**src/include/conv_params.svh**
```systemverilog
`ifndef CONV_PARAMS_SVH
`define CONV_PARAMS_SVH

// image side in pixels
`define CONV_WIDTH 8

// pixel, weight, bias and result width
`define CONV_DATA_W 16

// output channels
`define CONV_CHANNELS 4

// 3x3 kernel
`define CONV_TAPS 9

// read address and row/col port width
`define CONV_ADDR_W 16

`endif

```
**src/verilog/conv_pkg.sv**
```systemverilog
`include "conv_params.svh"

package conv_pkg;

	typedef logic signed [`CONV_DATA_W-1:0] data_t;

	// [channel][tap], tap 3i+j is window row i, column j
	typedef data_t [`CONV_CHANNELS-1:0][`CONV_TAPS-1:0] weight_bank_t;

	typedef data_t [`CONV_CHANNELS-1:0] bias_bank_t;

	// result bus, flat for the top port or split per channel
	typedef union packed
	{
		logic [`CONV_CHANNELS*`CONV_DATA_W-1:0] flat;
		data_t [`CONV_CHANNELS-1:0]             chan;
	} conv_out_u;

	typedef enum logic [1:0]
	{
		SCAN_IDLE,
		SCAN_FILL,
		SCAN_EMIT
	} scan_state_t;

endpackage

```
**src/verilog/line_buffer.sv**
```systemverilog
`timescale 1ns/100ps
`include "conv_params.svh"

module line_buffer
	import conv_pkg::*;
#(
	parameter int DEPTH = `CONV_WIDTH - 3
)
(
	input  logic  clk,
	input  logic  rst,
	input  data_t din,
	output data_t dout
);

	data_t [DEPTH-1:0] stage;

	always_ff @(posedge clk or posedge rst)
	begin
		if (rst)
			stage <= '0;
		else
		begin
			stage[DEPTH-1] <= din;
			for (int i = 0; i < DEPTH - 1; i++)
			begin
				stage[i] <= stage[i+1];
			end
		end
	end

	assign dout = stage[0];

endmodule

```
**src/verilog/pixel_window.sv**
```systemverilog
`timescale 1ns/100ps
`include "conv_params.svh"

module pixel_window
	import conv_pkg::*;
(
	input  logic                   clk,
	input  logic                   rst,
	input  data_t                  pixel,
	output data_t [`CONV_TAPS-1:0] taps
);

	// [row][col], row 2 and col 2 hold the newest pixels
	data_t [2:0][2:0] win;
	data_t            mid_in;
	data_t            top_in;

	// 3 window regs + (width-3) buffer stages = one image row
	line_buffer #(
		.DEPTH (`CONV_WIDTH - 3)
	) u_lb_mid (
		.clk  (clk),
		.rst  (rst),
		.din  (win[2][0]),
		.dout (mid_in)
	);

	line_buffer #(
		.DEPTH (`CONV_WIDTH - 3)
	) u_lb_top (
		.clk  (clk),
		.rst  (rst),
		.din  (win[1][0]),
		.dout (top_in)
	);

	always_ff @(posedge clk or posedge rst)
	begin
		if (rst)
			win <= '0;
		else
		begin
			win[2] <= {pixel, win[2][2:1]};
			win[1] <= {mid_in, win[1][2:1]};
			win[0] <= {top_in, win[0][2:1]};
		end
	end

	// packed layout puts win[i][j] at tap 3i+j
	assign taps = win;

endmodule

```
**config.mk**
```make
export PLATFORM = sky130hd
export DESIGN_NAME = pixel_window
export DESIGN_NICKNAME = d
export VERILOG_FILES = /design/src/verilog/conv_pkg.sv /design/src/verilog/line_buffer.sv /design/src/verilog/pixel_window.sv
export VERILOG_INCLUDE_DIRS = /design/src /design/src/include
export SDC_FILE = /design/constraint.sdc
export NUM_CORES = 1
export LEC_CHECK = 0
export BUFFER_PORTS_ARGS = -buffer_cell sky130_fd_sc_hd__buf_2
export CAP_MARGIN = 30
export CORE_ASPECT_RATIO = 0.6
export CORE_MARGIN = 5
export CORE_UTILIZATION = 35
export CTS_BUF_LIST = sky130_fd_sc_hd__clkbuf_8
export CTS_CLUSTER_SIZE = 24
export DETAILED_ROUTE_END_ITERATION = 10
export GPL_TIMING_DRIVEN = 1
export SYNTH_ARGS = -nofsm -noshare
export SYNTH_HDL_FRONTEND = slang
export SYNTH_SLANG_ARGS = --single-unit
```
**constraint.sdc**
```tcl
create_clock -name clk -period 12.5 [get_ports clk]
set_input_delay 0.625 -clock clk [delete_from_list [all_inputs] [get_ports clk]]
set_output_delay 0.625 -clock clk [all_outputs]
set_load 0.05 [all_outputs]
```
==> flow_summary.yaml <==
critical_path:
  critical_path.top_delay_family: "buffers and inverters"
  timing.critical_path.buf_inv: 7
  endpoint_kind: "async pin"
  cp.arrival_ns: 2.86
  cp.required_ns: 13.19
  critical_path_class: "in2async"
  path_cells: "dlygate4sd3_1, buf_2, inv_8, buf_16, buf_4, buf_4, buf_16"
  worst_setup_path_start_kind: "input pin"
  cpMaxStageDelayCell: "dlygate4sd3_1"
  crit_fanout: 138
  slowest_delay_ns: 0.53
synth:
  synth_area_per_cell_sq_um: 25.0
  yosys_warnings: 0
  synth_edf_count: 0
  synth_nets: 323
  async_reset_ff_share_pct: 100
  syn_inst: 305
  ys.flop_type: "dfrtp_1"
  synth_area_leader_cell: "dfrtp_1"
  synth_most_common_cell: "dfrtp_1"
  syn_area_sq_mm: 0.00761
  ys_seq_area_share_pct: 100
  synthDominantCellAreaShare_pct: 100
  synthDistinctLibCells: 2
  ys_seq_elements: 304
  synthTopCellsByArea: "dfrtp_1 100%, inv_1 0.049%"
  netlist_top_cells_count: "304 x dfrtp_1, 1 x inv_1"
timing:
  relSlewSlack_pct: 58.3
  setup_viol: 0
  hold_viol: 0
  fin_crit_sh_pct: 17.4
  skew_ns: 0.0137
  period_minus_slack_ns: 2.17
  rsz0062_at_grt: "no"
  hold_slack_ns: 0.192
  worst_pin_slew_ns: 0.626
  fmax_mhz: 461
  tns_ns: 0
  maxSlewViolCount: 0
die:
  ios: 162
  num_rows: 41
  dieHeight_um: 124
  floorplan.die_area_sq_mm: 0.0249
  design.core.area_sq_mm: 0.0212
  start_util_pct: 35.9
  die_w_um: 200
global_routing:
  antenna_found_initial: 0
  grt-ovfl-total: 0
  track_usage_pct: 9.39
  grt_max_degree: 145
  grt_pass1_wl_um: 19200
  grt_pass1_vias: 3650
finish:
  multi_input_area_sq_um: 0
  stdcell_count: 831
  nMultiInputCombCells: 0
  fill_cells: 1821
  area_delta_synth_final_pct: 28.9
  antenna_cells: 0
  nets: 536
  drive_above_1_share_pct: 42.9
clock_network:
  htreeDepth: 2
  clkSinkCount: 304
  cts-resized-gates: 0
  path_clk_slew_ns: 0.06
  clkLatencyLatePin_ns: 0.54
  clock_path_buffers: 3
  numCtsBuffers: 44
  cts_tree: "done"
  clock-root-buffer: "clkbuf_8"
status:
  outcome: "completed"
place:
  dp.cells: 747
  io_buffers: 161
  place_congestion: 0.710
routing:
  drt_iter0_drc: 79
  ant_nets: 0
  wl_per_cell_um: 13.4
  drt-total-wl_um: 11100
  dr_total_vias: 3150
  drcViolationCount: 0
  drtPass1Iterations: 4
  via_per_inst: 3.79
power_and_ir_drop:
  p_per_area_mw_per_mm2: 201
  p_total_mw: 1.97
  leakage_nw: 4.75
  peakVddDrop_mv: 0.103
flow_run:
  drv_cap: 0
worst_hold_path:
  min_path_type: "in2reg"
## cell usage in the layout, fill, tap and decap left out
cell type	count
dlygate4sd3_1	1
clkinvlp_4	3
clkbuf_8	61
buf_2	161
inv_8	1
buf_4	2
inv_1	10
dfrtp_1	304
buf_16	3
clkinv_2	6
## cell type report
| class | count | area [sq um] | share of cell area, % |
|---|---|---|---|
| clock buffers | 61 | 840 | 8.56 |
| clock inverters | 19 | 90.1 | 0.918 |
| inverters | 1 | 11.3 | 0.115 |
| flip-flops and latches | 304 | 7610 | 77.5 |
| well taps | 279 | 349 | 3.56 |
| repair buffers | 167 | 913 | 9.31 |
## flip-flops by register name, indices dropped and copies added, names as in the netlist
| register | count |
|---|---|
| u_lb_top.dout | 16 |
| u_lb_top.stage | 64 |
| u_lb_mid.dout | 16 |
| taps | 144 |
| u_lb_mid.stage | 64 |
## report_power, final
part	internal, mW	switching [mW]	total, mW
clock	0.435	0.352	0.786
sequential	1.03	0.0170	1.05
combinational	0.0214	0.116	0.137
total	1.49	0.485	1.97
## kinds of logic after synthesis
kind of cell,share of synthesized area (%)
DFF,100
buffers and inverters,0.0493
## metrics by stage
step                      area, sq um  setup WS [ns]  utilization (%)
after detailed placement         8790           9.04             41.5
after floorplan                  7610           3.47                -
after global placement           8790           9.20             41.5
after global routing             9810          10.07             46.3
final                            9810          10.33             46.3
after CTS                        9720           9.66             45.9
## repair_timing
item                       in CTS  in global routing
hold endpoints to repair        0                  6
setup endpoints to repair       0                  0
hold buffers                    0                  1
buffers inserted                0                  0
## routing by layer
metal	track usage, %	share of wire [%]	vias up
met5	0	0	-
met2	12.5	43	143
met4	4.49	2.4	0
met3	5.70	12	29
met1	12.1	42	1588
li1	-	-	1390
## final timing paths
| path | start | endpoint | slack, ns | cells past startpoint |
|---|---|---|---|---|
| max in group clk | taps[123] | taps[123] | 10.69 | 1 |
| worst min register to register | u_lb_top.stage[56] | u_lb_top.stage[40] | 0.34 | 0 |
| min in group asynchronous | rst | u_lb_top.stage[67] | 0.52 | 3 |
| worst min-delay path | pixel[10] | taps[138] | 0.19 | 1 |
| worst max-delay path | rst | u_lb_mid.stage[73] | 10.33 | 7 |
| worst max register to register | taps[123] | taps[107] | 11.98 | 0 |
(Power assumes the default switching activity.)
