--- config.mk ---
export PLATFORM = sky130hd
export DESIGN_NAME = scan_ctrl_flat
export DESIGN_NICKNAME = d
export VERILOG_FILES = /design/src/verilog/conv_pkg.sv /design/src/verilog/coef_if.sv /design/src/verilog/scan_ctrl.sv /design/src/flat_wrapper.sv
export VERILOG_INCLUDE_DIRS = /design/src /design/src/include
export SDC_FILE = /design/constraint.sdc
export NUM_CORES = 1
export LEC_CHECK = 0
export ABC_CLOCK_PERIOD_IN_PS = 3710
export BUFFER_PORTS_ARGS = -buffer_cell sky130_fd_sc_hd__buf_2
export CAP_MARGIN = 20
export CORE_MARGIN = 1.5
export CORE_UTILIZATION = 60
export DETAILED_ROUTE_END_ITERATION = 8
export PLACE_DENSITY = 0.9
export SETUP_SLACK_MARGIN = 0.05
export SLEW_MARGIN = 20
export SYNTH_ARGS = -nofsm -noshare
export SYNTH_HDL_FRONTEND = slang
export SYNTH_SLANG_ARGS = --single-unit
--- constraint.sdc ---
create_clock -name clk -period 3.71 [get_ports clk]
set_input_delay 0.742 -clock clk [delete_from_list [all_inputs] [get_ports clk]]
set_output_delay 0.742 -clock clk [all_outputs]
set_load 0.005 [all_outputs]
--- src/include/conv_params.svh ---
`ifndef CONV_PARAMS_SVH
`define CONV_PARAMS_SVH

// image side in pixels
`define CONV_WIDTH 8

// pixel, weight, bias and result width
`define CONV_DATA_W 16

// output channels
`define CONV_CHANNELS 4

// 3x3 kernel
`define CONV_TAPS 9

// read address and row/col port width
`define CONV_ADDR_W 16

`endif

--- src/verilog/conv_pkg.sv ---
`include "conv_params.svh"

package conv_pkg;

	typedef logic signed [`CONV_DATA_W-1:0] data_t;

	// [channel][tap], tap 3i+j is window row i, column j
	typedef data_t [`CONV_CHANNELS-1:0][`CONV_TAPS-1:0] weight_bank_t;

	typedef data_t [`CONV_CHANNELS-1:0] bias_bank_t;

	// result bus, flat for the top port or split per channel
	typedef union packed
	{
		logic [`CONV_CHANNELS*`CONV_DATA_W-1:0] flat;
		data_t [`CONV_CHANNELS-1:0]             chan;
	} conv_out_u;

	typedef enum logic [1:0]
	{
		SCAN_IDLE,
		SCAN_FILL,
		SCAN_EMIT
	} scan_state_t;

endpackage

--- src/verilog/coef_if.sv ---
`timescale 1ns/100ps
`include "conv_params.svh"

interface coef_if
	import conv_pkg::*;
();

	weight_bank_t weights;
	bias_bank_t   biases;
	logic         weights_loaded;
	logic         biases_loaded;

	modport loader (output weights, output biases, output weights_loaded, output biases_loaded);

	modport mac (input weights, input biases);

	modport ctrl (input weights_loaded, input biases_loaded);

endinterface

--- src/verilog/scan_ctrl.sv ---
`timescale 1ns/100ps
`include "conv_params.svh"

module scan_ctrl
	import conv_pkg::*;
(
	input  logic                    clk,
	input  logic                    rst,
	input  logic                    pixel_store_done,
	coef_if.ctrl                    coef,
	output logic                    read_pixel_signal,
	output logic [`CONV_ADDR_W-1:0] read_col_addr,
	output logic [`CONV_ADDR_W-1:0] read_row_addr,
	output logic [`CONV_ADDR_W-1:0] output_row,
	output logic [`CONV_ADDR_W-1:0] output_col,
	output logic                    save_enable,
	output logic                    layer_done
);

	// two rows plus two pixels to the first bottom-right corner,
	// then memory latency and the window register
	localparam int FILL_CYCLES = 2 * `CONV_WIDTH + 4;
	localparam int FILL_W = $clog2(FILL_CYCLES);
	localparam int LAST_POS = `CONV_WIDTH - 3;

	scan_state_t             state;
	logic [FILL_W-1:0]       fill_cnt;
	logic [`CONV_ADDR_W-1:0] rd_col;
	logic [`CONV_ADDR_W-1:0] rd_row;
	logic [`CONV_ADDR_W-1:0] sv_col;
	logic [`CONV_ADDR_W-1:0] sv_row;

	always_ff @(posedge clk or posedge rst)
	begin
		if (rst)
		begin
			state <= SCAN_IDLE;
			fill_cnt <= '0;
			rd_col <= '0;
			rd_row <= '0;
			sv_col <= '0;
			sv_row <= '0;
		end
		else
		begin
			case (state)
				SCAN_IDLE:
				begin
					fill_cnt <= '0;
					rd_col <= '0;
					rd_row <= '0;
					sv_col <= '0;
					sv_row <= '0;
					// both banks must be complete before any pixel is read
					if (pixel_store_done && coef.weights_loaded && coef.biases_loaded)
						state <= SCAN_FILL;
				end
				SCAN_FILL:
				begin
					fill_cnt <= fill_cnt + 1'b1;
					if (fill_cnt == FILL_CYCLES - 1)
						state <= SCAN_EMIT;
				end
				SCAN_EMIT:
				begin
					if (layer_done)
						state <= SCAN_IDLE;
					if (sv_col == `CONV_WIDTH - 1)
					begin
						sv_col <= '0;
						sv_row <= sv_row + 1'b1;
					end
					else
						sv_col <= sv_col + 1'b1;
				end
				default:
					state <= SCAN_IDLE;
			endcase

			// raster read order, runs through fill and emit
			if (read_pixel_signal)
			begin
				if (rd_col == `CONV_WIDTH - 1)
				begin
					rd_col <= '0;
					rd_row <= rd_row + 1'b1;
				end
				else
					rd_col <= rd_col + 1'b1;
			end
		end
	end

	assign read_pixel_signal = (state != SCAN_IDLE) && (rd_row < `CONV_WIDTH);
	assign read_col_addr = rd_col;
	assign read_row_addr = rd_row;
	assign output_row = sv_row;
	assign output_col = sv_col;

	// windows that wrap across a row edge are skipped
	assign save_enable = (state == SCAN_EMIT) && (sv_col <= LAST_POS) && (sv_row <= LAST_POS);
	assign layer_done = (state == SCAN_EMIT) && (sv_col == LAST_POS) && (sv_row == LAST_POS);

endmodule
--- src/flat_wrapper.sv ---
// flat-port wrapper written by rule: the top's interface ports become plain ports
module scan_ctrl_flat import conv_pkg::*;
  (clk, rst, pixel_store_done, read_pixel_signal, read_col_addr, read_row_addr, output_row, output_col, save_enable, layer_done, coef_weights_loaded, coef_biases_loaded);
  coef_if coef_i ();
  input  logic clk;
  input  logic rst;
  input  logic pixel_store_done;
  output logic read_pixel_signal;
  output logic [`CONV_ADDR_W-1:0] read_col_addr;
  output logic [`CONV_ADDR_W-1:0] read_row_addr;
  output logic [`CONV_ADDR_W-1:0] output_row;
  output logic [`CONV_ADDR_W-1:0] output_col;
  output logic save_enable;
  output logic layer_done;
  input wire logic [$bits(coef_i.weights_loaded)-1:0] coef_weights_loaded;
  input wire logic [$bits(coef_i.biases_loaded)-1:0] coef_biases_loaded;
  assign coef_i.weights_loaded = coef_weights_loaded;
  assign coef_i.biases_loaded = coef_biases_loaded;
  scan_ctrl u_core (.clk(clk), .rst(rst), .pixel_store_done(pixel_store_done), .coef(coef_i), .read_pixel_signal(read_pixel_signal), .read_col_addr(read_col_addr), .read_row_addr(read_row_addr), .output_row(output_row), .output_col(output_col), .save_enable(save_enable), .layer_done(layer_done));
endmodule
==> qor.yml <==
status: "finished clean"
worstSetupPathType: "reg2out"
maxSlewHeadroom_pct: 39.9
die_w_um: 82.2
seqPwrFrac_pct: 58.3
drt-total-wl_um: 8540
postSynthCellCount: 397
worst_slew_pin_slew_ns: 0.893
finClkSkew_ns: 0.00713
postCtsSetupBuffers: 0
root_buffer: "clkbuf_8"
synth_edf_count: 0
htreeDepth: 3
synth_seq_cells: 71
syn_to_final_growth_pct: 14.8
grt_max_degree: 72
cts_sinks: 71
cts_tree: "yes"
grt-ovfl-total: 0
tns_ns: 0
max_freq_mhz: 300
dieArea_um2: 6750
hp-class: "reg2reg"
grt_use_met1_pct: 37.0
ant_nets: 0
dp_cells: 529
drive_gt1_share_pct: 22.8
viasPerCell: 6.09
postCtsHoldBufs: 0
rsz0062_at_grt: "false"
syn_area_um2: 3760
final_cells: 544
cap_violations: 0
clk_pin_slew_ns: 0.07
critical_path.max_fanout: 13
setup_viol: 0
yosys_warnings: 0
diodes: 0
netSwitchingFraction_pct: 22.4
grtUsageMet3_pct: 5.38
drtPass1Iterations: 5
worstPathArrival_ns: 2.60
insertion_delay_ns: 0.34
pwr-share-clk_pct: 40.4
ctsResizeCount: 0
met2_usage_pct: 41.9
leakagePower_nw: 2.12
internal_power_mw: 1.03
fillCellCount: 465
ys_seq_area_share_pct: 47.3
io_buffers: 71
ys_async_sr_fraction_pct: 100
drt-wirelength-per-cell_um: 15.7
synth.avg_cell_area_um2: 9.47
grt_pass1_vias: 2963
end_kind: "output pin"
rows: 28
top_usage_layer: "met2"
post-route-period-util_pct: 90.0
critPathRequiredTime_ns: 2.97
ys_types: 50
fin_crit_ns: 3.34
gp_congestion: 0.892
hold_viol: 0
start_util_pct: 62.8
grtUsageTotal_pct: 27.2
io_pins: 72
syn-num-nets: 411
drt_iter0_drc: 207
p_per_area_nw_per_um2: 307
core_um2: 5990
antenna_found_initial: 0
place_hpwl_um: 5760
combPwrFrac_pct: 1.3
grt_pass1_wl_um: 13900
regArea_um2: 1780
vias: 3313
start_kind: "register"
synth_flop_cell: "dfrtp_1"
clk_path_buf_depth: 2
numCtsBuffers: 9
peakVddDrop_mv: 0.255
die_h_um: 82.2
num-nets-final: 479
slew_violations: 0
multi_input_area_um2: 1860
netSwitchingPower_uw: 297
drcViolationCount: 0
## power by group through the flow
stage | Combinational [mW] | Clock, mW | Sequential (mW)
after floorplan | 0.0117 | 0 | 0.789
after global placement | 0.0188 | 0 | 0.789
after detailed placement | 0.0191 | 0 | 0.789
after CTS | 0.0191 | 0.543 | 0.773
after global routing | 0.0217 | 0.579 | 0.773
final | 0.0178 | 0.535 | 0.774
## cells in the final DEF (no fill, tap or decap), types with 8 or more instances in the layout
cell      count
nand4_1      17
inv_1        11
xnor2_1      13
and2_1       17
nand2_1      29
dfrtp_1      71
nor4_1        8
a21oi_1      19
ha_1          9
nand3_1      18
or3_1        10
clkbuf_8     10
buf_2        71
nor3_1       17
nor2_1       38
o21ai_0      22
## path summary, 6_finish.rpt
kind / slack [ns] / cells past startpoint / to / from
min: 0.49 / 1 / u_core.fill_cnt[4] / u_core.fill_cnt[4]
min reg2reg: 0.49 / 1 / u_core.fill_cnt[4] / u_core.fill_cnt[4]
min in group asynchronous: 0.64 / 3 / u_core.read_row_addr[13] / rst
max in group asynchronous: 2.46 / 3 / u_core.output_row[0] / rst
max reg2reg: 0.93 / 5 / u_core.output_col[13] / u_core.output_col[8]
max: 0.37 / 5 / save_enable / u_core.output_col[8]
## final cells by class
class,count,share of cell area (%)
Multi-Input combinational cell,297,43.1
Sequential cell,71,41.1
Timing Repair Buffer,74,8.75
Clock buffer,11,3.27
Tap cell,75,2.17
Inverter,12,1.04
Clock inverter,4,0.522
## synth_stat cells, types with 5 or more instances
library cell  instances  area [µm²]
dfrtp_1              71        1780
a31oi_1               5        31.3
and2_1               17         106
nand2_1              29         109
nand3_1              18        90.1
nor4_1                8        50.1
inv_1                12        45.0
nor2_1               39         146
clkbuf_1             14        52.6
a21oi_1              19        95.1
nor3_1               17        85.1
nand4_1              17         106
xnor2_1              13         114
o21ai_0              22         110
a21o_1                5        37.5
ha_1                  9         113
or3_1                10        62.6
xor2_1                6        52.6
## flip-flops by register name, summed over array words and instances (netlist names)
name                  flops
u_core.output_col        16
u_core.read_row_addr     16
u_core.read_col_addr     16
u_core.state              2
u_core.fill_cnt           5
u_core.output_row        16
## critical path, stage by stage, from the launching register on
cell      delay, ns
dfrtp_1        0.44
or4_4          0.57
or4_4          0.61
nand4b_1       0.24
a221oi_1       0.24
buf_2          0.15
## cell families (layout without fill, tap and decap cells)
kind of cell / after synthesis / in the layout / share of synthesized area, %
AO/OA/AOI/OAI: 72 / 72 / 11.9
XOR/XNOR: 19 / 19 / 4.43
adder cells (fa/ha/maj): 9 / 9 / 3.00
buffers and inverters: 29 / 101 / 3.33
flip-flops: 71 / 71 / 47.3
multiplexers: 8 / 8 / 2.26
AND/OR/NAND/NOR: 189 / 189 / 27.9
## stage by stage
stage	total power [mW]	utilization, %	cell area, µm²	setup slack [ns]	hold slack, ns
2_1_floorplan	0.800	-	3760	0.884	0.443
3_3_place_gp	0.807	69.3	4150	0.774	0.459
3_5_place_dp	0.808	69.3	4150	0.744	0.484
4_1_cts	1.34	72.1	4320	0.360	0.493
5_1_grt	1.37	72.1	4320	0.238	0.521
6_report	1.33	72.1	4320	0.372	0.494
## per-layer routing
| metal | vias to the layer above | wire length (µm) |
|---|---|---|
| li1 | 1573 | - |
| met1 | 1556 | 3690 |
| met2 | 163 | 4090 |
| met3 | 21 | 594 |
| met4 | 0 | 166 |
| met5 | - | 0 |
No activity file was read; power rests on OpenSTA's default activity.
