[src/include/conv_params.svh]
`ifndef CONV_PARAMS_SVH
`define CONV_PARAMS_SVH

// image side in pixels
`define CONV_WIDTH 8

// pixel, weight, bias and result width
`define CONV_DATA_W 16

// output channels
`define CONV_CHANNELS 4

// 3x3 kernel
`define CONV_TAPS 9

// read address and row/col port width
`define CONV_ADDR_W 16

`endif

[src/verilog/conv_pkg.sv]
`include "conv_params.svh"

package conv_pkg;

	typedef logic signed [`CONV_DATA_W-1:0] data_t;

	// [channel][tap], tap 3i+j is window row i, column j
	typedef data_t [`CONV_CHANNELS-1:0][`CONV_TAPS-1:0] weight_bank_t;

	typedef data_t [`CONV_CHANNELS-1:0] bias_bank_t;

	// result bus, flat for the top port or split per channel
	typedef union packed
	{
		logic [`CONV_CHANNELS*`CONV_DATA_W-1:0] flat;
		data_t [`CONV_CHANNELS-1:0]             chan;
	} conv_out_u;

	typedef enum logic [1:0]
	{
		SCAN_IDLE,
		SCAN_FILL,
		SCAN_EMIT
	} scan_state_t;

endpackage

[src/verilog/coef_if.sv]
`timescale 1ns/100ps
`include "conv_params.svh"

interface coef_if
	import conv_pkg::*;
();

	weight_bank_t weights;
	bias_bank_t   biases;
	logic         weights_loaded;
	logic         biases_loaded;

	modport loader (output weights, output biases, output weights_loaded, output biases_loaded);

	modport mac (input weights, input biases);

	modport ctrl (input weights_loaded, input biases_loaded);

endinterface

[src/verilog/coef_loader.sv]
`timescale 1ns/100ps
`include "conv_params.svh"

module coef_loader
	import conv_pkg::*;
(
	input  logic                    clk,
	input  logic                    rst,
	input  logic                    weight_store_done,
	input  logic                    bias_store_done,
	input  data_t                   weight_data,
	input  data_t                   bias_data,
	output logic                    read_weight_signal,
	output logic                    read_bias_signal,
	output logic [`CONV_ADDR_W-1:0] read_weight_addr,
	output logic [`CONV_ADDR_W-1:0] read_bias_addr,
	coef_if.loader                  coef
);

	localparam int W_TOTAL = `CONV_CHANNELS * `CONV_TAPS;
	localparam int B_TOTAL = `CONV_CHANNELS;

	logic                    w_run;
	logic                    w_valid;
	logic [`CONV_ADDR_W-1:0] w_rd_cnt;
	logic [`CONV_ADDR_W-1:0] w_got_cnt;
	data_t [W_TOTAL-1:0]     w_chain;

	logic                    b_run;
	logic                    b_valid;
	logic [`CONV_ADDR_W-1:0] b_rd_cnt;
	logic [`CONV_ADDR_W-1:0] b_got_cnt;
	bias_bank_t              b_chain;

	assign read_weight_signal = w_run;
	assign read_weight_addr = w_rd_cnt;
	assign read_bias_signal = b_run;
	assign read_bias_addr = b_rd_cnt;

	// weight load, one-shot after reset
	always_ff @(posedge clk or posedge rst)
	begin
		if (rst)
		begin
			w_run <= 1'b0;
			w_valid <= 1'b0;
			w_rd_cnt <= '0;
			w_got_cnt <= '0;
		end
		else
		begin
			// memory answers one cycle after the strobe
			w_valid <= w_run;
			if (w_run)
			begin
				w_rd_cnt <= w_rd_cnt + 1'b1;
				if (w_rd_cnt == W_TOTAL - 1)
					w_run <= 1'b0;
			end
			else if (weight_store_done && w_rd_cnt == '0)
				w_run <= 1'b1;
			if (w_valid)
				w_got_cnt <= w_got_cnt + 1'b1;
		end
	end

	// bias load
	always_ff @(posedge clk or posedge rst)
	begin
		if (rst)
		begin
			b_run <= 1'b0;
			b_valid <= 1'b0;
			b_rd_cnt <= '0;
			b_got_cnt <= '0;
		end
		else
		begin
			b_valid <= b_run;
			if (b_run)
			begin
				b_rd_cnt <= b_rd_cnt + 1'b1;
				if (b_rd_cnt == B_TOTAL - 1)
					b_run <= 1'b0;
			end
			else if (bias_store_done && b_rd_cnt == '0)
				b_run <= 1'b1;
			if (b_valid)
				b_got_cnt <= b_got_cnt + 1'b1;
		end
	end

	// newest word enters at the top, word a ends at index a
	always_ff @(posedge clk)
	begin
		if (w_valid && !coef.weights_loaded)
			w_chain <= {weight_data, w_chain[W_TOTAL-1:1]};
		if (b_valid && !coef.biases_loaded)
			b_chain <= {bias_data, b_chain[B_TOTAL-1:1]};
	end

	// address a = tap * channels + channel
	always_comb
	begin
		for (int c = 0; c < `CONV_CHANNELS; c++)
		begin
			for (int t = 0; t < `CONV_TAPS; t++)
			begin
				coef.weights[c][t] = w_chain[t*`CONV_CHANNELS+c];
			end
		end
	end

	assign coef.biases = b_chain;
	assign coef.weights_loaded = (w_got_cnt == W_TOTAL);
	assign coef.biases_loaded = (b_got_cnt == B_TOTAL);

endmodule

[src/flat_wrapper.sv]
// flat-port wrapper written by rule: the top's interface ports become plain ports
module coef_loader_flat import conv_pkg::*;
  (clk, rst, weight_store_done, bias_store_done, weight_data, bias_data, read_weight_signal, read_bias_signal, read_weight_addr, read_bias_addr, coef_weights, coef_biases, coef_weights_loaded, coef_biases_loaded);
  coef_if coef_i ();
  input  logic clk;
  input  logic rst;
  input  logic weight_store_done;
  input  logic bias_store_done;
  input  data_t weight_data;
  input  data_t bias_data;
  output logic read_weight_signal;
  output logic read_bias_signal;
  output logic [`CONV_ADDR_W-1:0] read_weight_addr;
  output logic [`CONV_ADDR_W-1:0] read_bias_addr;
  output wire logic [$bits(coef_i.weights)-1:0] coef_weights;
  output wire logic [$bits(coef_i.biases)-1:0] coef_biases;
  output wire logic [$bits(coef_i.weights_loaded)-1:0] coef_weights_loaded;
  output wire logic [$bits(coef_i.biases_loaded)-1:0] coef_biases_loaded;
  assign coef_weights = coef_i.weights;
  assign coef_biases = coef_i.biases;
  assign coef_weights_loaded = coef_i.weights_loaded;
  assign coef_biases_loaded = coef_i.biases_loaded;
  coef_loader u_core (.clk(clk), .rst(rst), .weight_store_done(weight_store_done), .bias_store_done(bias_store_done), .weight_data(weight_data), .bias_data(bias_data), .read_weight_signal(read_weight_signal), .read_bias_signal(read_bias_signal), .read_weight_addr(read_weight_addr), .read_bias_addr(read_bias_addr), .coef(coef_i));
endmodule
[config.mk]
export PLATFORM = sky130hd
export DESIGN_NAME = coef_loader_flat
export DESIGN_NICKNAME = d
export VERILOG_FILES = /design/src/verilog/conv_pkg.sv /design/src/verilog/coef_if.sv /design/src/verilog/coef_loader.sv /design/src/flat_wrapper.sv
export VERILOG_INCLUDE_DIRS = /design/src /design/src/include
export SDC_FILE = /design/constraint.sdc
export NUM_CORES = 1
export LEC_CHECK = 0
export ABC_AREA = 1
export BUFFER_PORTS_ARGS = -buffer_cell sky130_fd_sc_hd__buf_2
export CORE_AREA = 10 10 270 272
export DETAILED_ROUTE_END_ITERATION = 10
export DIE_AREA = 0 0 280 282
export PLACE_DENSITY = 0.57
export SLEW_MARGIN = 25
export SYNTH_ARGS = -nofsm -noshare
export SYNTH_HDL_FRONTEND = slang
export SYNTH_SLANG_ARGS = --single-unit
[constraint.sdc]
create_clock -name clk -period 46.9 [get_ports clk]
set_input_delay 9.38 -clock clk [delete_from_list [all_inputs] [get_ports clk]]
set_output_delay 9.38 -clock clk [all_outputs]
set_load 0.01 [all_outputs]
==> flow_summary.yaml <==
final_layout:
  drive_gt1_share_pct: 44.5
  layoutNonFillerInstCount: 2809
  design_area_um2: 29900
  nNetsFinal: 1910
  fill_cells: 6021
  area_delta_synth_final_pct: 31.2
detailed_routing:
  vias: 12500
  wire_per_inst_um: 23.5
  wl_mm: 66.0
  drt-vias-per-instance: 4.46
  ant_nets: 0
  drtIter0Drc: 1033
  dr.pass1.iters: 5
  drc: 0
floorplan:
  die_area_um2: 79000
  core_area_um2: 67700
  die_w_um: 280
  die_h_um: 282
  placementRows: 96
  ios: 712
  initial_core_util_pct: 33.6
synthesis:
  yosysTopAreaCell: "edfxtp_1"
  ys_async_sr_fraction_pct: 9.60
  synth-main-ff-cell: "edfxtp_1"
  ys_seq_area_share_pct: 91.8
  synthCells: 1071
  synth_area_um2: 22800
  syn_nets: 1115
  synthTopCellsByArea: "edfxtp_1 84%, dfrtp_1 7.5%, nand2_1 1.6%"
  synth.most_common_cell: "edfxtp_1"
  yosys_warnings: 0
  ys_types: 29
  ys_ff_latch: 708
  yosysTopAreaCellShare_pct: 84.3
  synth_edf_count: 640
  synth_common_cells: "640 x edfxtp_1, 98 x nand2_1, 69 x inv_1"
  synth_area_per_cell_um2: 21.3
cts:
  cts_buffers: 75
  cts.sinks: 708
  clk_pin_slew_ns: 0.06
  postCtsSetupBuffers: 0
  clock_latency_ns: 0.60
  cts_tree: "built"
  cts_resized: 0
  postCtsHoldBufs: 0
  clockBufferDepth: 3
  clock-root-buffer: "clkbuf_16"
  htreeDepth: 3
sta:
  slew_viol_final: 0
  timing.hold.ws_ns: 0.434
  rsz0062_at_grt: "no"
  setup_violations: 0
  fin_worst_skew_ns: 0.0196
  min_period_over_period_pct: 24.0
  fin_crit_ns: 11.27
  slew_headroom_pct: 40.9
  hold_viol: 0
  timing.fmax_mhz: 88.7
  worst_slew_pin_slew_ns: 0.887
  setup_ws_ns: 35.63
  setup-tns-final_ns: 0
critical_path:
  required_ns: 37.52
  path_max_fanout: 4
  start_kind: "flip-flop"
  criticalPathCategory: "flip-flop to output pin"
  endpoint_kind: "output pin"
  reg2reg_depth: 8
  worst_ep_arrival_time_ns: 1.89
power:
  ir_worst_vdd_mv: 0.0354
  powerDensity_nw_per_um2: 41.5
  leakagePower_uw: 0.0116
place:
  dp_hpwl_mm: 50.1
  place_worst_setup_slack_ns: 36.20
  dp_cells: 2670
  place_area_um2: 27600
  portBuffers: 711
  gp_congestion: 0.892
global_routing:
  first_global_vias: 13000
  grt_max_degree: 178
  grt.total_usage_pct: 16.0
  grt_pass1_wl_mm: 92.7
  grt_antenna_before_repair: 1
  overflow: 0
flow_run:
  drv_cap: 0
hold_path:
  whs_path_depth: 0
  holdCritPathClass: "flip-flop to flip-flop"
run_status:
  status: "finished clean"
[registers in the layout, indices dropped and copies added, names as in the netlist]
signal,count
u_core.coef.weights,576
u_core.coef.biases,64
u_core.b_got_cnt,16
u_core.read_bias_addr,16
u_core.read_weight_addr,16
u_core.w_got_cnt,16
u_core.b_valid,1
u_core.read_bias_signal,1
u_core.read_weight_signal,1
u_core.w_valid,1
[metal layers]
| layer | vias to the layer above | GRT usage (%) | share of wire, % |
|---|---|---|---|
| met5 | - | 0 | 0 |
| met4 | 0 | 5.03 | 2.1 |
| met3 | 94 | 8.70 | 13 |
| met2 | 605 | 26.4 | 49 |
| met1 | 6254 | 17.5 | 36 |
| li1 | 5577 | - | - |
[kinds of logic after synthesis]
family          after synthesis  share of synthesized area [%]
buf+inv                      73                           1.22
xor+xnor                     42                           1.61
compound gates               12                          0.285
simple gates                228                           4.66
flops                       708                           91.8
fa+ha+maj                     8                          0.439
[metrics by stage]
step / util [%] / power, µW
6_report: 44.1 / 1240
5_1_grt: 44.1 / 1290
4_1_cts: 44.1 / 1260
3_5_place_dp: 40.7 / 695
3_3_place_gp: 40.7 / 695
2_1_floorplan: - / 693
[cells in the final DEF (no fill, tap or decap), drive strengths merged]
cell and instances:
dfrtp 68, or2 2, o21ai 7, xnor2 7
a21oi 3, clkbuf 92, ha 8, clkinv 33
a21boi 1, nand4 15, and3 1, nand3 29
nor3b 1, buf 719, o21bai 1, nor3 16
diode 1, clkinvlp 3, nand2 103, nor2 59
bufinv 4, inv 77, nor4 2, edfxtp 640
xor2 35
[critical path, cell delays in order (launching register included)]
cell and delay (ns):
dfrtp_1 0.42, inv_1 0.07, ha_1 0.13, nor3b_1 0.19, nand3_1 0.12, nor4_1 0.17
buf_2 0.20
[area by class of cell]
class | instances | area [µm²] | area share, %
sequential | 708 | 20900 | 70.0
timing repair buffer | 719 | 3670 | 12.3
clock buffer | 92 | 1940 | 6.49
multi-input combinational | 290 | 1620 | 5.41
tap | 882 | 1100 | 3.69
clock inverter | 45 | 378 | 1.26
inverter | 72 | 270 | 0.904
antenna | 1 | 2.50 | 0.00837
[where the power goes]
group / total, µW / internal [µW] / switching, µW / leakage [µW]
Combinational: 3.11 / 1.10 / 2.01 / 0.00375
Clock: 560 / 319 / 241 / 0.00113
Sequential: 679 / 679 / 0 / 0.00667
Total: 1240 / 999 / 243 / 0.0116
[path summary, 6_finish.rpt]
kind | from | end | slack, ns
worst max-delay path | u_core.b_got_cnt[0]$_DFFE_PP0P_ | coef_biases_loaded | 35.63
worst min-delay path | u_core.coef.weights[187]$_DFFE_PP_ | u_core.coef.weights[43]$_DFFE_PP_ | 0.43
worst max register to register | u_core.w_got_cnt[0]$_DFFE_PP0P_ | u_core.coef.weights[549]$_DFFE_PP_ | 43.50
worst min register to register | u_core.coef.weights[187]$_DFFE_PP_ | u_core.coef.weights[43]$_DFFE_PP_ | 0.43
max in group asynchronous | rst | u_core.w_got_cnt[13]$_DFFE_PP0P_ | 37.28
min in group asynchronous | rst | u_core.read_weight_addr[10]$_DFFE_PP0P_ | 9.04
Power figures use the tool's default switching activity.
